## config.mk

```make
export PLATFORM = sky130hd
export DESIGN_NAME = sifhTop
export DESIGN_NICKNAME = d
export VERILOG_FILES = /design/src/common/sifhPkg.sv /design/src/hw/histRam.sv /design/src/histBuilder/histBuilder.sv /design/src/peakFinder/peakFinder.sv /design/src/hw/sifhSeq.sv /design/src/hw/sifhRegs.sv /design/src/hw/sifhTop.sv
export SDC_FILE = /design/constraint.sdc
export NUM_CORES = 1
export LEC_CHECK = 0
export BUFFER_PORTS_ARGS = -buffer_cell sky130_fd_sc_hd__buf_2
export CAP_MARGIN = 5
export CORE_ASPECT_RATIO = 1.4
export CORE_MARGIN = 1.5
export CORE_UTILIZATION = 41
export DETAILED_ROUTE_END_ITERATION = 8
export GPL_ROUTABILITY_DRIVEN = 0
export PLACE_DENSITY = 0.54
export SETUP_SLACK_MARGIN = 0.4
export SYNTH_ARGS = -nofsm -noshare
export SYNTH_HDL_FRONTEND = slang
export SYNTH_SLANG_ARGS = --single-unit
```

## constraint.sdc

```tcl
create_clock -name clk -period 10.6 [get_ports clk]
set_input_delay 1.06 -clock clk [delete_from_list [all_inputs] [get_ports clk]]
set_output_delay 1.06 -clock clk [all_outputs]
set_load 0.02 [all_outputs]
```

## src/common/sifhPkg.sv

```systemverilog
`default_nettype none

package sifhPkg;

    localparam int tsBits = 16;  // TDC timestamp width
    localparam int binBits = 6;  // histogram index width
    localparam int cntBits = 12;  // bin count width, saturating
    localparam int binNum = 1 << binBits;

    // bit positions of the two bin fields inside a timestamp
    localparam int coarseLsb = tsBits - binBits;
    localparam int fineLsb = tsBits - 2 * binBits;

    typedef struct packed {
        logic [15:0] samplesPerPass;  // TDC samples per pass
    } sifhCfg;

    typedef struct packed {
        logic [binBits-1:0] coarseBin;
        logic [cntBits-1:0] coarseCount;
        logic [binBits-1:0] fineBin;
        logic [cntBits-1:0] fineCount;
    } sifhResult;

    typedef struct packed {
        logic               we;
        logic [binBits-1:0] addr;
        logic [cntBits-1:0] wdata;
    } ramWrPort;

    typedef struct packed {
        logic               re;
        logic [binBits-1:0] addr;
    } ramRdPort;

    typedef enum logic [3:0] {
        stIdle,
        stClear1,
        stBuild1,
        stFind1,
        stFilter,
        stClear2,
        stBuild2,
        stFind2,
        stDone
    } seqState;

endpackage

`default_nettype wire

```

## src/hw/histRam.sv

```systemverilog
`timescale 1ns/1ps
`default_nettype none

// behavioral dual-port histogram memory
// write port and read port are independent, read data comes one cycle after re
module histRam (
    input  wire logic                        clk,
    input  wire sifhPkg::ramWrPort           wr,
    input  wire sifhPkg::ramRdPort           rd,
    output logic [sifhPkg::cntBits-1:0]      rdata
);

    logic [sifhPkg::cntBits-1:0] mem [sifhPkg::binNum];  // one word per bin

    always_ff @(posedge clk) begin
        if (wr.we) begin
            mem[wr.addr] <= wr.wdata;
        end
    end

    always_ff @(posedge clk) begin
        if (rd.re) begin
            rdata <= mem[rd.addr];  // registered read
        end
    end

endmodule

`default_nettype wire

```

## src/histBuilder/histBuilder.sv

```systemverilog
`timescale 1ns/1ps
`default_nettype none

module histBuilder (
    input  wire logic                        clk,
    input  wire logic                        res,
    input  wire logic                        buildEn,
    input  wire logic                        finePass,
    input  wire logic [sifhPkg::binBits-1:0] fineKey,
    input  wire logic [15:0]                 samplesPerPass,
    input  wire logic                        tdcReq,
    input  wire logic [sifhPkg::tsBits-1:0]  tdcData,
    input  wire logic [sifhPkg::cntBits-1:0] rdata,
    output logic                             tdcAck,
    output logic                             buildDone,
    output sifhPkg::ramWrPort                wr,
    output sifhPkg::ramRdPort                rd
);

    typedef enum logic [1:0] {bIdle, bRead, bWrite, bAck} bState;

    bState                        state;
    logic [sifhPkg::binBits-1:0]  binQ;      // bin of the captured sample
    logic [15:0]                  handled;   // counted or discarded samples
    logic                         doneSent;
    logic [sifhPkg::binBits-1:0]  topField;
    logic [sifhPkg::binBits-1:0]  lowField;
    logic                         keep;
    logic [sifhPkg::cntBits-1:0]  incCount;

    assign topField = tdcData[sifhPkg::coarseLsb +: sifhPkg::binBits];
    assign lowField = tdcData[sifhPkg::fineLsb +: sifhPkg::binBits];
    assign keep = !finePass || (topField == fineKey);  // fine pass filter
    assign incCount = (&rdata) ? rdata : rdata + 1'b1;  // saturate at all ones

    always_ff @(posedge clk or negedge res) begin
        if (!res) begin
            state <= bIdle;
            tdcAck <= 1'b0;
            buildDone <= 1'b0;
            handled <= '0;
            doneSent <= 1'b0;
        end else begin
            buildDone <= 1'b0;
            case (state)
                bIdle: begin
                    if (!buildEn) begin
                        handled <= '0;  // rearm for the next pass
                        doneSent <= 1'b0;
                    end else if (handled == samplesPerPass) begin
                        if (!doneSent) begin
                            buildDone <= 1'b1;
                            doneSent <= 1'b1;
                        end
                    end else if (tdcReq) begin
                        handled <= handled + 1'b1;
                        if (keep) begin
                            state <= bRead;
                        end else begin
                            tdcAck <= 1'b1;  // discarded, ack right away
                            state <= bAck;
                        end
                    end
                end
                bRead: state <= bWrite;
                bWrite: begin
                    tdcAck <= 1'b1;
                    state <= bAck;
                end
                bAck: begin
                    if (!tdcReq) begin
                        tdcAck <= 1'b0;
                        state <= bIdle;
                    end
                end
                default: state <= bIdle;
            endcase
        end
    end

    always_ff @(posedge clk) begin
        if (state == bIdle && tdcReq) begin
            binQ <= finePass ? lowField : topField;
        end
    end

    always_comb begin
        rd.re = (state == bRead);
        rd.addr = binQ;
        wr.we = (state == bWrite);  // rdata of binQ is valid here
        wr.addr = binQ;
        wr.wdata = incCount;
    end

endmodule

`default_nettype wire

```

## src/peakFinder/peakFinder.sv

```systemverilog
`timescale 1ns/1ps
`default_nettype none

// scans all bins in order and keeps the largest count
module peakFinder (
    input  wire logic                        clk,
    input  wire logic                        res,
    input  wire logic                        findStart,
    input  wire logic [sifhPkg::cntBits-1:0] rdata,
    output sifhPkg::ramRdPort                rd,
    output logic                             findDone,
    output logic [sifhPkg::binBits-1:0]      peakBin,
    output logic [sifhPkg::cntBits-1:0]      peakCount
);

    logic                         busy;   // read phase active
    logic [sifhPkg::binBits-1:0]  addr;   // next bin to read
    logic                         vQ;     // rdata holds a bin this cycle
    logic [sifhPkg::binBits-1:0]  binD;   // bin that rdata belongs to

    always_ff @(posedge clk or negedge res) begin
        if (!res) begin
            busy <= 1'b0;
            addr <= '0;
            vQ <= 1'b0;
            findDone <= 1'b0;
        end else begin
            vQ <= busy;
            findDone <= vQ && (&binD);  // last bin compared
            if (findStart) begin
                busy <= 1'b1;
                addr <= '0;
            end else if (busy) begin
                addr <= addr + 1'b1;
                if (&addr) begin
                    busy <= 1'b0;
                end
            end
        end
    end

    always_ff @(posedge clk) begin
        binD <= addr;
    end

    // strictly larger wins, so ties keep the lower bin
    always_ff @(posedge clk) begin
        if (vQ) begin
            if (binD == '0) begin
                peakBin <= '0;
                peakCount <= rdata;
            end else if (rdata > peakCount) begin
                peakBin <= binD;
                peakCount <= rdata;
            end
        end
    end

    always_comb begin
        rd.re = busy;
        rd.addr = addr;
    end

endmodule

`default_nettype wire

```

## src/hw/sifhSeq.sv

```systemverilog
`timescale 1ns/1ps
`default_nettype none

module sifhSeq (
    input  wire logic                        clk,
    input  wire logic                        res,
    input  wire logic                        start,
    input  wire logic [15:0]                 samplesPerPass,
    input  wire logic                        buildDone,
    input  wire logic                        findDone,
    input  wire logic [sifhPkg::binBits-1:0] peakBin,
    input  wire sifhPkg::ramWrPort           builderWr,
    input  wire sifhPkg::ramRdPort           builderRd,
    input  wire sifhPkg::ramRdPort           finderRd,
    output logic                             buildEn,
    output logic                             finePass,
    output logic [sifhPkg::binBits-1:0]      fineKey,
    output logic [15:0]                      samplesOut,
    output logic                             findStart,
    output sifhPkg::ramWrPort                ramWr,
    output sifhPkg::ramRdPort                ramRd,
    output logic                             coarseValid,
    output logic                             fineValid,
    output logic                             measDone
);

    sifhPkg::seqState             state;
    logic [sifhPkg::binBits-1:0]  clrAddr;  // clear address counter
    logic                         clearing;
    logic                         building;
    logic                         finding;

    assign clearing = (state == sifhPkg::stClear1) || (state == sifhPkg::stClear2);
    assign building = (state == sifhPkg::stBuild1) || (state == sifhPkg::stBuild2);
    assign finding = (state == sifhPkg::stFind1) || (state == sifhPkg::stFind2);

    assign buildEn = building;
    assign finePass = (state == sifhPkg::stBuild2);
    assign coarseValid = (state == sifhPkg::stFind1) && findDone;
    assign fineValid = (state == sifhPkg::stFind2) && findDone;
    assign measDone = (state == sifhPkg::stDone);

    always_ff @(posedge clk or negedge res) begin
        if (!res) begin
            state <= sifhPkg::stIdle;
            clrAddr <= '0;
            fineKey <= '0;
            findStart <= 1'b0;
            samplesOut <= '0;
        end else begin
            findStart <= building && buildDone;  // finder starts with the find state
            if (clearing) begin
                clrAddr <= clrAddr + 1'b1;
            end
            case (state)
                sifhPkg::stIdle: begin
                    if (start) begin
                        samplesOut <= samplesPerPass;
                        clrAddr <= '0;
                        state <= sifhPkg::stClear1;
                    end
                end
                sifhPkg::stClear1: if (&clrAddr) state <= sifhPkg::stBuild1;
                sifhPkg::stBuild1: if (buildDone) state <= sifhPkg::stFind1;
                sifhPkg::stFind1: if (findDone) state <= sifhPkg::stFilter;
                sifhPkg::stFilter: begin
                    fineKey <= peakBin;  // coarse peak selects the fine window
                    clrAddr <= '0;
                    state <= sifhPkg::stClear2;
                end
                sifhPkg::stClear2: if (&clrAddr) state <= sifhPkg::stBuild2;
                sifhPkg::stBuild2: if (buildDone) state <= sifhPkg::stFind2;
                sifhPkg::stFind2: if (findDone) state <= sifhPkg::stDone;
                sifhPkg::stDone: state <= sifhPkg::stIdle;
                default: state <= sifhPkg::stIdle;
            endcase
        end
    end

    // one memory client at a time, chosen by state
    always_comb begin
        ramWr = '0;
        ramRd = '0;
        if (clearing) begin
            ramWr.we = 1'b1;
            ramWr.addr = clrAddr;
            ramWr.wdata = '0;
        end else if (building) begin
            ramWr = builderWr;
            ramRd = builderRd;
        end else if (finding) begin
            ramRd = finderRd;
        end
    end

endmodule

`default_nettype wire

```

## src/hw/sifhRegs.sv

```systemverilog
`timescale 1ns/1ps
`default_nettype none

// host command handshake plus configuration and result holding
module sifhRegs (
    input  wire logic                        clk,
    input  wire logic                        res,
    input  wire logic                        cmdReq,
    input  wire sifhPkg::sifhCfg             cfg,
    input  wire logic                        coarseValid,
    input  wire logic                        fineValid,
    input  wire logic [sifhPkg::binBits-1:0] peakBin,
    input  wire logic [sifhPkg::cntBits-1:0] peakCount,
    input  wire logic                        measDone,
    output logic                             cmdAck,
    output logic                             start,
    output sifhPkg::sifhCfg                  cfgQ,
    output sifhPkg::sifhResult               result
);

    logic busy;  // measurement in flight
    logic take;

    assign take = cmdReq && !cmdAck && !busy;

    always_ff @(posedge clk or negedge res) begin
        if (!res) begin
            cmdAck <= 1'b0;
            start <= 1'b0;
            busy <= 1'b0;
        end else begin
            start <= take;
            if (take) begin
                busy <= 1'b1;
            end else if (measDone) begin
                busy <= 1'b0;
                cmdAck <= 1'b1;  // result is complete now
            end else if (cmdAck && !cmdReq) begin
                cmdAck <= 1'b0;
            end
        end
    end

    always_ff @(posedge clk) begin
        if (take) begin
            cfgQ <= cfg;
        end
        if (coarseValid) begin
            result.coarseBin <= peakBin;
            result.coarseCount <= peakCount;
        end
        if (fineValid) begin
            result.fineBin <= peakBin;
            result.fineCount <= peakCount;
        end
    end

endmodule

`default_nettype wire

```

## src/hw/sifhTop.sv

```systemverilog
`timescale 1ns/1ps
`default_nettype none

module sifhTop (
    input  wire logic                        clk,
    input  wire logic                        res,
    input  wire logic                        cmdReq,
    input  wire sifhPkg::sifhCfg             cfg,
    output logic                             cmdAck,
    output sifhPkg::sifhResult               result,
    input  wire logic                        tdcReq,
    input  wire logic [sifhPkg::tsBits-1:0]  tdcData,
    output logic                             tdcAck
);

    sifhPkg::sifhCfg              cfgQ;
    sifhPkg::ramWrPort            builderWr;
    sifhPkg::ramRdPort            builderRd;
    sifhPkg::ramRdPort            finderRd;
    sifhPkg::ramWrPort            ramWr;
    sifhPkg::ramRdPort            ramRd;
    logic [sifhPkg::cntBits-1:0]  rdata;
    logic [sifhPkg::binBits-1:0]  peakBin;
    logic [sifhPkg::cntBits-1:0]  peakCount;
    logic [sifhPkg::binBits-1:0]  fineKey;
    logic [15:0]                  samples;
    logic start, buildEn, finePass, buildDone, findStart, findDone;
    logic coarseValid, fineValid, measDone;

    sifhRegs regs_i (
        .clk(clk), .res(res), .cmdReq(cmdReq), .cfg(cfg),
        .coarseValid(coarseValid), .fineValid(fineValid),
        .peakBin(peakBin), .peakCount(peakCount), .measDone(measDone),
        .cmdAck(cmdAck), .start(start), .cfgQ(cfgQ), .result(result)
    );

    sifhSeq seq_i (
        .clk(clk), .res(res), .start(start), .samplesPerPass(cfgQ.samplesPerPass),
        .buildDone(buildDone), .findDone(findDone), .peakBin(peakBin),
        .builderWr(builderWr), .builderRd(builderRd), .finderRd(finderRd),
        .buildEn(buildEn), .finePass(finePass), .fineKey(fineKey),
        .samplesOut(samples), .findStart(findStart), .ramWr(ramWr), .ramRd(ramRd),
        .coarseValid(coarseValid), .fineValid(fineValid), .measDone(measDone)
    );

    histBuilder builder_i (
        .clk(clk), .res(res), .buildEn(buildEn), .finePass(finePass),
        .fineKey(fineKey), .samplesPerPass(samples), .tdcReq(tdcReq),
        .tdcData(tdcData), .rdata(rdata), .tdcAck(tdcAck),
        .buildDone(buildDone), .wr(builderWr), .rd(builderRd)
    );

    peakFinder finder_i (
        .clk(clk), .res(res), .findStart(findStart), .rdata(rdata),
        .rd(finderRd), .findDone(findDone), .peakBin(peakBin), .peakCount(peakCount)
    );

    histRam ram_i (
        .clk(clk), .wr(ramWr), .rd(ramRd), .rdata(rdata)
    );

endmodule

`default_nettype wire

```

==> flow_summary.toml, run 1 <==
[finish]
instances_no_fill = 3758
syn_to_final_growth_pct = 13.3
diodes = 0
drive_gt1_share_pct = 16.0
post-route-util_pct = 46.8
final_nets = 2543

[clock_network]
htree_levels = 3
cts-root-buf = "clkbuf_16"
cts_buffers = 89
cts_sinks = 928
clock_latency_ns = 0.67
post-cts-setup-buffer-count = 0
clockBufferDepth = 3
path_clk_slew_ns = 0.06
cts_resized = 0
cts_tree = "built"
ctsHoldBuffers = 0

[timing]
tightest_slew_ns = 1.30
skew_ns = 0.0328
drv_slew = 0
post-route-period-util_pct = 46.1
rsz0062_at_grt = "no"
max_freq_mhz = 205
setup_tns_ns = 0
finalHoldViolCount = 0
period_needed_ns = 4.89
setup_viol = 0
slew_headroom_pct = 13.1

[critical_path]
path_max_fanout = 124
ff2ff_path_depth = 9
required_ns = 10.95
cp_slowest_cell = "nor4_1"
end_kind = "flip-flop"
cp.depth = 9
worst_setup_path_start_kind = "flip-flop"
cp_common_cell = "buf_12"
cp_num_buf_inv = 3
crit_family = "simple AND/OR/NAND/NOR gates"
path_cells = "nor2b_4 > buf_12 > nand2_8 > buf_12 > buf_4 > mux2i_1 > o22ai_1 > nor4_1 > o2111ai_1"
cp.arrival_ns = 5.24
critPathMaxStageDelay_ns = 0.67
path_class = "reg -> reg"

[logic_synthesis]
synth_area_leader_cell = "edfxtp_1"
ys_top_cells_by_count = "edfxtp_1 (856), mux2i_1 (247), o21ai_0 (131)"
synth.most_common_cell = "edfxtp_1"
async_flop_share_pct = 7.11
synth_edf_count = 856
synth-seq-area-share_pct = 73.1
yosys-top-cells-area = "edfxtp_1 (68%), mux2i_1 (6.6%), dfrtp_1 (4.4%), o21ai_0 (1.7%), nand3_1 (1.7%)"
synth_top_area_share_pct = 68.4
yosysWarnings = 0
synth_seq_cells = 928
ys.flop_type = "edfxtp_1"
syn_inst = 2366
synth.cell_area_um2 = 37600
syn_area_per_cell_um2 = 15.9
synth_cell_type_count = 65
synthesis.nets = 2423

[route]
num_vias = 21218
drc = 0
first_pass_iters = 6
vias_per_cell = 5.65
totalWireLength_mm = 94.6
drt_iter0_markers = 1969
ant_nets = 0
wire_per_inst_um = 25.2

[die]
design.core.area_um2 = 91000
die_w_um = 259
std_cell_rows = 131
io-pin-count = 74
die-area_um2 = 93500
die_y_um = 361
start_util_pct = 41.3

[status]
status = "completed"

[grt]
grt_max_degree = 125
overflow = 0
first_global_vias = 21206
antenna_found_initial = 0
grt_pass1_wl_mm = 138
grt_usage_pct = 20.1

[place]
dp.final_hpwl_mm = 57.8
io_buffers = 69
placedCellCount = 3591

[power]
p_total_uw = 7270
clockPowerShare_pct = 43.2
power.switching_uw = 1510
power_density_nw_per_um2 = 171
internal_power_uw = 5770
power_switching_share_pct = 20.7
pwr-share-seq_pct = 54.6
leakagePower_uw = 0.0136
ir_drop_uv = 116
combinationalPowerShare_pct = 2.2

[worst_hold_path]
min_path_cells = 1
min-delay-path-class = "reg -> reg"

[job]
maxCapViolCount = 0
power by group through the flow:
stage	Sequential, uW	Clock (uW)	Combinational, uW
detailed placement	4040	0	161
global route	3970	3360	176
global placement	4040	0	155
finish	3970	3140	161
floorplan	4040	0	104
CTS	3970	3210	162
sequential cells by signal (all words and copies together) (netlist names), 12 cells and up:
signal,flops
finder_i.peakCount,12
seq_i.samplesOut,16
regs_i.result,36
ram_i.rdata,12
regs_i.cfgQ,16
ram_i.mem,768
builder_i.handled,16
area by class of cell:
class	count	area (um2)
Multi-Input combinational cell	1269	9490
Sequential cell	928	27500
Fill cell	7845	48400
Clock inverter	57	572
Tap cell	1197	1500
Clock buffer	109	2320
Inverter	29	109
Timing Repair Buffer	169	1120
layout by cell type, fill, tap and decap left out, types with 22 or more instances in the layout:
cell type  synthesis  layout
clkbuf_16          0      90
inv_1             29      29
mux2_2            39      39
o22a_1            72      72
nand4_1           22      22
buf_4             23      98
o22ai_1           51      51
a21oi_1          105     102
buf_2             37      69
nand3_1          129     129
nand2_1           42      42
mux2i_1          247     247
edfxtp_1         856     856
o21ai_0          131     131
dfrtp_1           66      66
a31o_1            30      30
a211oi_1          27      26
nor2_1           109     100
xor2_1            29      29
worst paths after layout:
kind | startpoint | endpoint | slack [ns]
setup reg to reg | seq_i.state[1]$_DFFE_PN0P_ | ram_i.rdata[7]$_DFFE_PP_ | 5.71
min in group asynchronous | res | seq_i.samplesOut[11]$_DFFE_PN0P_ | 0.60
max in group asynchronous | res | seq_i.fineKey[1]$_DFFE_PN0P_ | 9.43
hold reg to reg | builder_i.doneSent$_DFFE_PN0P_ | builder_i.buildDone$_DFF_PN0_ | 0.43
setup / recovery | seq_i.state[1]$_DFFE_PN0P_ | ram_i.rdata[7]$_DFFE_PP_ | 5.71
hold / removal | builder_i.doneSent$_DFFE_PN0P_ | builder_i.buildDone$_DFF_PN0_ | 0.43
metrics by stage:
step	hold slack, ns	setup WS [ns]	cell area, um2
floorplan	0.352	6.00	37600
global placement	0.430	5.83	39700
detailed placement	0.424	5.83	39700
CTS	0.440	5.81	42600
global route	0.473	5.56	42600
finish	0.433	5.71	42600
metal layers:
metal / GRT usage (%) / up-vias / part of all wire (%)
met2: 35.7 / 675 / 52
met1: 24.0 / 10796 / 38
met5: 0 / - / 0
met3: 2.61 / 147 / 5.2
met4: 9.39 / 0 / 4.3
li1: - / 9600 / -
cells by family after synthesis:
family | synth area share [%]
AOI/OAI and AO/OA | 9.30
xor gates and xnor gates | 0.909
adders and majority gates | 0.699
buffers and inverters | 2.14
DFF | 73.1
muxes | 9.00
and+or+nand+nor | 4.88
(Power assumes the default switching activity.)
==> run 2, diff against run 1 <==
- clock period: 10.6 -> 5 ns (I/O delays scaled with it)
==> run 2 against run 1 <==
Compared with the run above: power increased by 110%; clock power up 110%; highest routed layer unchanged; hold slack got worse by 0.39 ns; largest cell class unchanged; non-clock buffer count is 51 higher; sequential cell count is the same.
==> flow_summary.toml, run 2 (same netlist as run 1, synthesis figures left out) <==
[grt]
grt_max_degree = 88
grt_usage_pct = 20.7
met2_usage_pct = 36.7
overflow = 0
first_global_vias = 21776
antenna_found_initial = 1
busiest_layer = "met2"
grt_use_met3_pct = 3.02
grt_pass1_wl_mm = 143
use_met1_pct = 25.4

[clock_network]
htree_levels = 3
clock_latency_ns = 0.65
path_clk_slew_ns = 0.06
cts_tree = "built"
cts_buffers = 89
cts-root-buf = "clkbuf_16"
cts_sinks = 928
cts_resized = 0
clockBufferDepth = 3

[finish]
diodes = 0
regMostFlops = "ram_i.mem"
largest_register_ffs = 768
ff_latch_area_um2 = 27500
final_nets = 2594
syn_to_final_growth_pct = 14.5
drive_gt1_share_pct = 16.8
multiInputGateArea_um2 = 9480
instances_no_fill = 3806
stdcell_area_um2 = 43000
layout_common_cells = "edfxtp_1 (856), mux2i_1 (247), o21ai_0 (131), buf_4 (130), nand3_1 (129)"
largestRegisters = "ram_i.mem: 768 flops, regs_i.result: 36 flops"
final.fill_count = 7771
layout_commonest_cell = "edfxtp_1"

[route]
first_pass_iters = 6
wire_per_inst_um = 25.6
ant_nets = 0
totalWireLength_mm = 97.4
drt_iter0_markers = 2081
num_vias = 21639
drc = 0
vias_per_cell = 5.69

[timing]
drv_slew = 0
setup_tns_ns = 0
rsz0062_at_grt = "no"
finalHoldViolCount = 0
post-route-period-util_pct = 83.1
whs_ns = 0.0421
skew_ns = 0.0238
tightest_slew_ns = 1.26
max_freq_mhz = 241
period_needed_ns = 4.15
slew_headroom_pct = 15.9
setup_viol = 0

[die]
die-area_um2 = 93500
design.core.area_um2 = 91000
std_cell_rows = 131
start_util_pct = 41.3
io-pin-count = 74
die_w_um = 259
die_y_um = 361

[critical_path]
cp.arrival_ns = 4.52
cp_slowest_cell = "mux2_2"
rr_startpoint = "seq_i.state[0]$_DFFE_PN0P_"
ff2ff_path_depth = 7
end_kind = "flip-flop"
worst_setup_path_start_kind = "flip-flop"
path_cells = "mux2_2 > nand2_2 > nand2_1 > buf_4 > o22ai_1 > nor4_1 > o2111ai_1"
required_ns = 5.37
critPathMaxStageDelay_ns = 0.88
path_class = "reg -> reg"
cp_num_buf_inv = 1
startpoint = "seq_i.state[0]$_DFFE_PN0P_"
crit_family = "simple AND/OR/NAND/NOR gates"
path_max_fanout = 41
reg2reg_slack_ns = 0.85
timing.rr.end = "ram_i.rdata[2]$_DFFE_PP_"

[power]
leakagePower_uw = 0.0138
ir_drop_uv = 209
power_density_nw_per_um2 = 359

[place]
post_dp_cell_area_um2 = 40000
io_buffers = 69
dp.final_hpwl_mm = 60.5
placedCellCount = 3626

[job]
maxCapViolCount = 0

[status]
status = "completed"

[worst_hold_path]
min-delay-path-class = "in -> async"
==> run 2: changes by cell type in the layout (fill, tap and decap cells not counted), moves of 3 or more <==
| cell | change |
|---|---|
| clkbuf_8 | +6 |
| clkbuf_1 | +3 |
| buf_4 | +32 |
| dlygate4sd3_1 | +16 |
| a2111oi_0 | +6 |
| a2111oi_1 | -5 |
| clkinv_2 | -5 |
==> run 2: power by group <==
group | switching, uW | total [uW] | leakage (uW) | internal [uW]
clock | 2860 | 6670 | 0.00141 | 3800
combinational | 258 | 348 | 0.00548 | 89.5
sequential | 30.6 | 8410 | 0.00692 | 8380
==> run 2: stage by stage <==
step                      total power (uW)  util [%]  worst slack [ns]
after global routing                 15900      47.3             0.702
final                                15400      47.3             0.847
after detailed placement              8910      43.9              1.05
after CTS                            15600      47.3              1.03
after global placement                8900      43.9              1.03
after floorplan                       8790         -             0.403
==> run 2: repair_timing <==
action                                 in CTS  in global routing
hold buffers                               16                  0
setup endpoints to repair                   0                  0
endpoints found under the hold margin      16                  0
buffers inserted                            0                  0
==> run 2: worst register-to-register path, stage by stage (launching register included) <==
cell,delay (ns)
dfrtp_1,0.70
mux2_2,0.88
nand2_2,0.50
nand2_1,0.18
buf_4,0.44
o22ai_1,0.14
nor4_1,0.83
o2111ai_1,0.19
==> run 2: layer usage <==
layer / vias up / wire [um]
met5: - / 0
met4: 0 / 3570
met3: 176 / 5650
met2: 789 / 50200
met1: 10984 / 37900
li1: 9690 / -
==> run 2: final cells by class <==
cell class / instances / share of cell area, %
clock buffers: 119 / 5.68
repair buffers: 220 / 3.66
flip-flops and latches: 928 / 63.9
inverters: 29 / 0.253
multi-input cells: 1269 / 22.0
clock inverters: 44 / 1.04
well taps: 1197 / 3.48
==> run 2: how the worst max path moves through the flow <==
stage                                  to  cells past startpoint
5_1_grt          ram_i.rdata[2]$_DFFE_PP_                      7
2_1_floorplan  ram_i.mem[0][10]$_DFFE_PP_                      5
3_5_place_dp     ram_i.rdata[9]$_DFFE_PP_                      7
6_report         ram_i.rdata[2]$_DFFE_PP_                      7
3_3_place_gp     ram_i.rdata[6]$_DFFE_PP_                      9
4_1_cts          ram_i.rdata[2]$_DFFE_PP_                      7
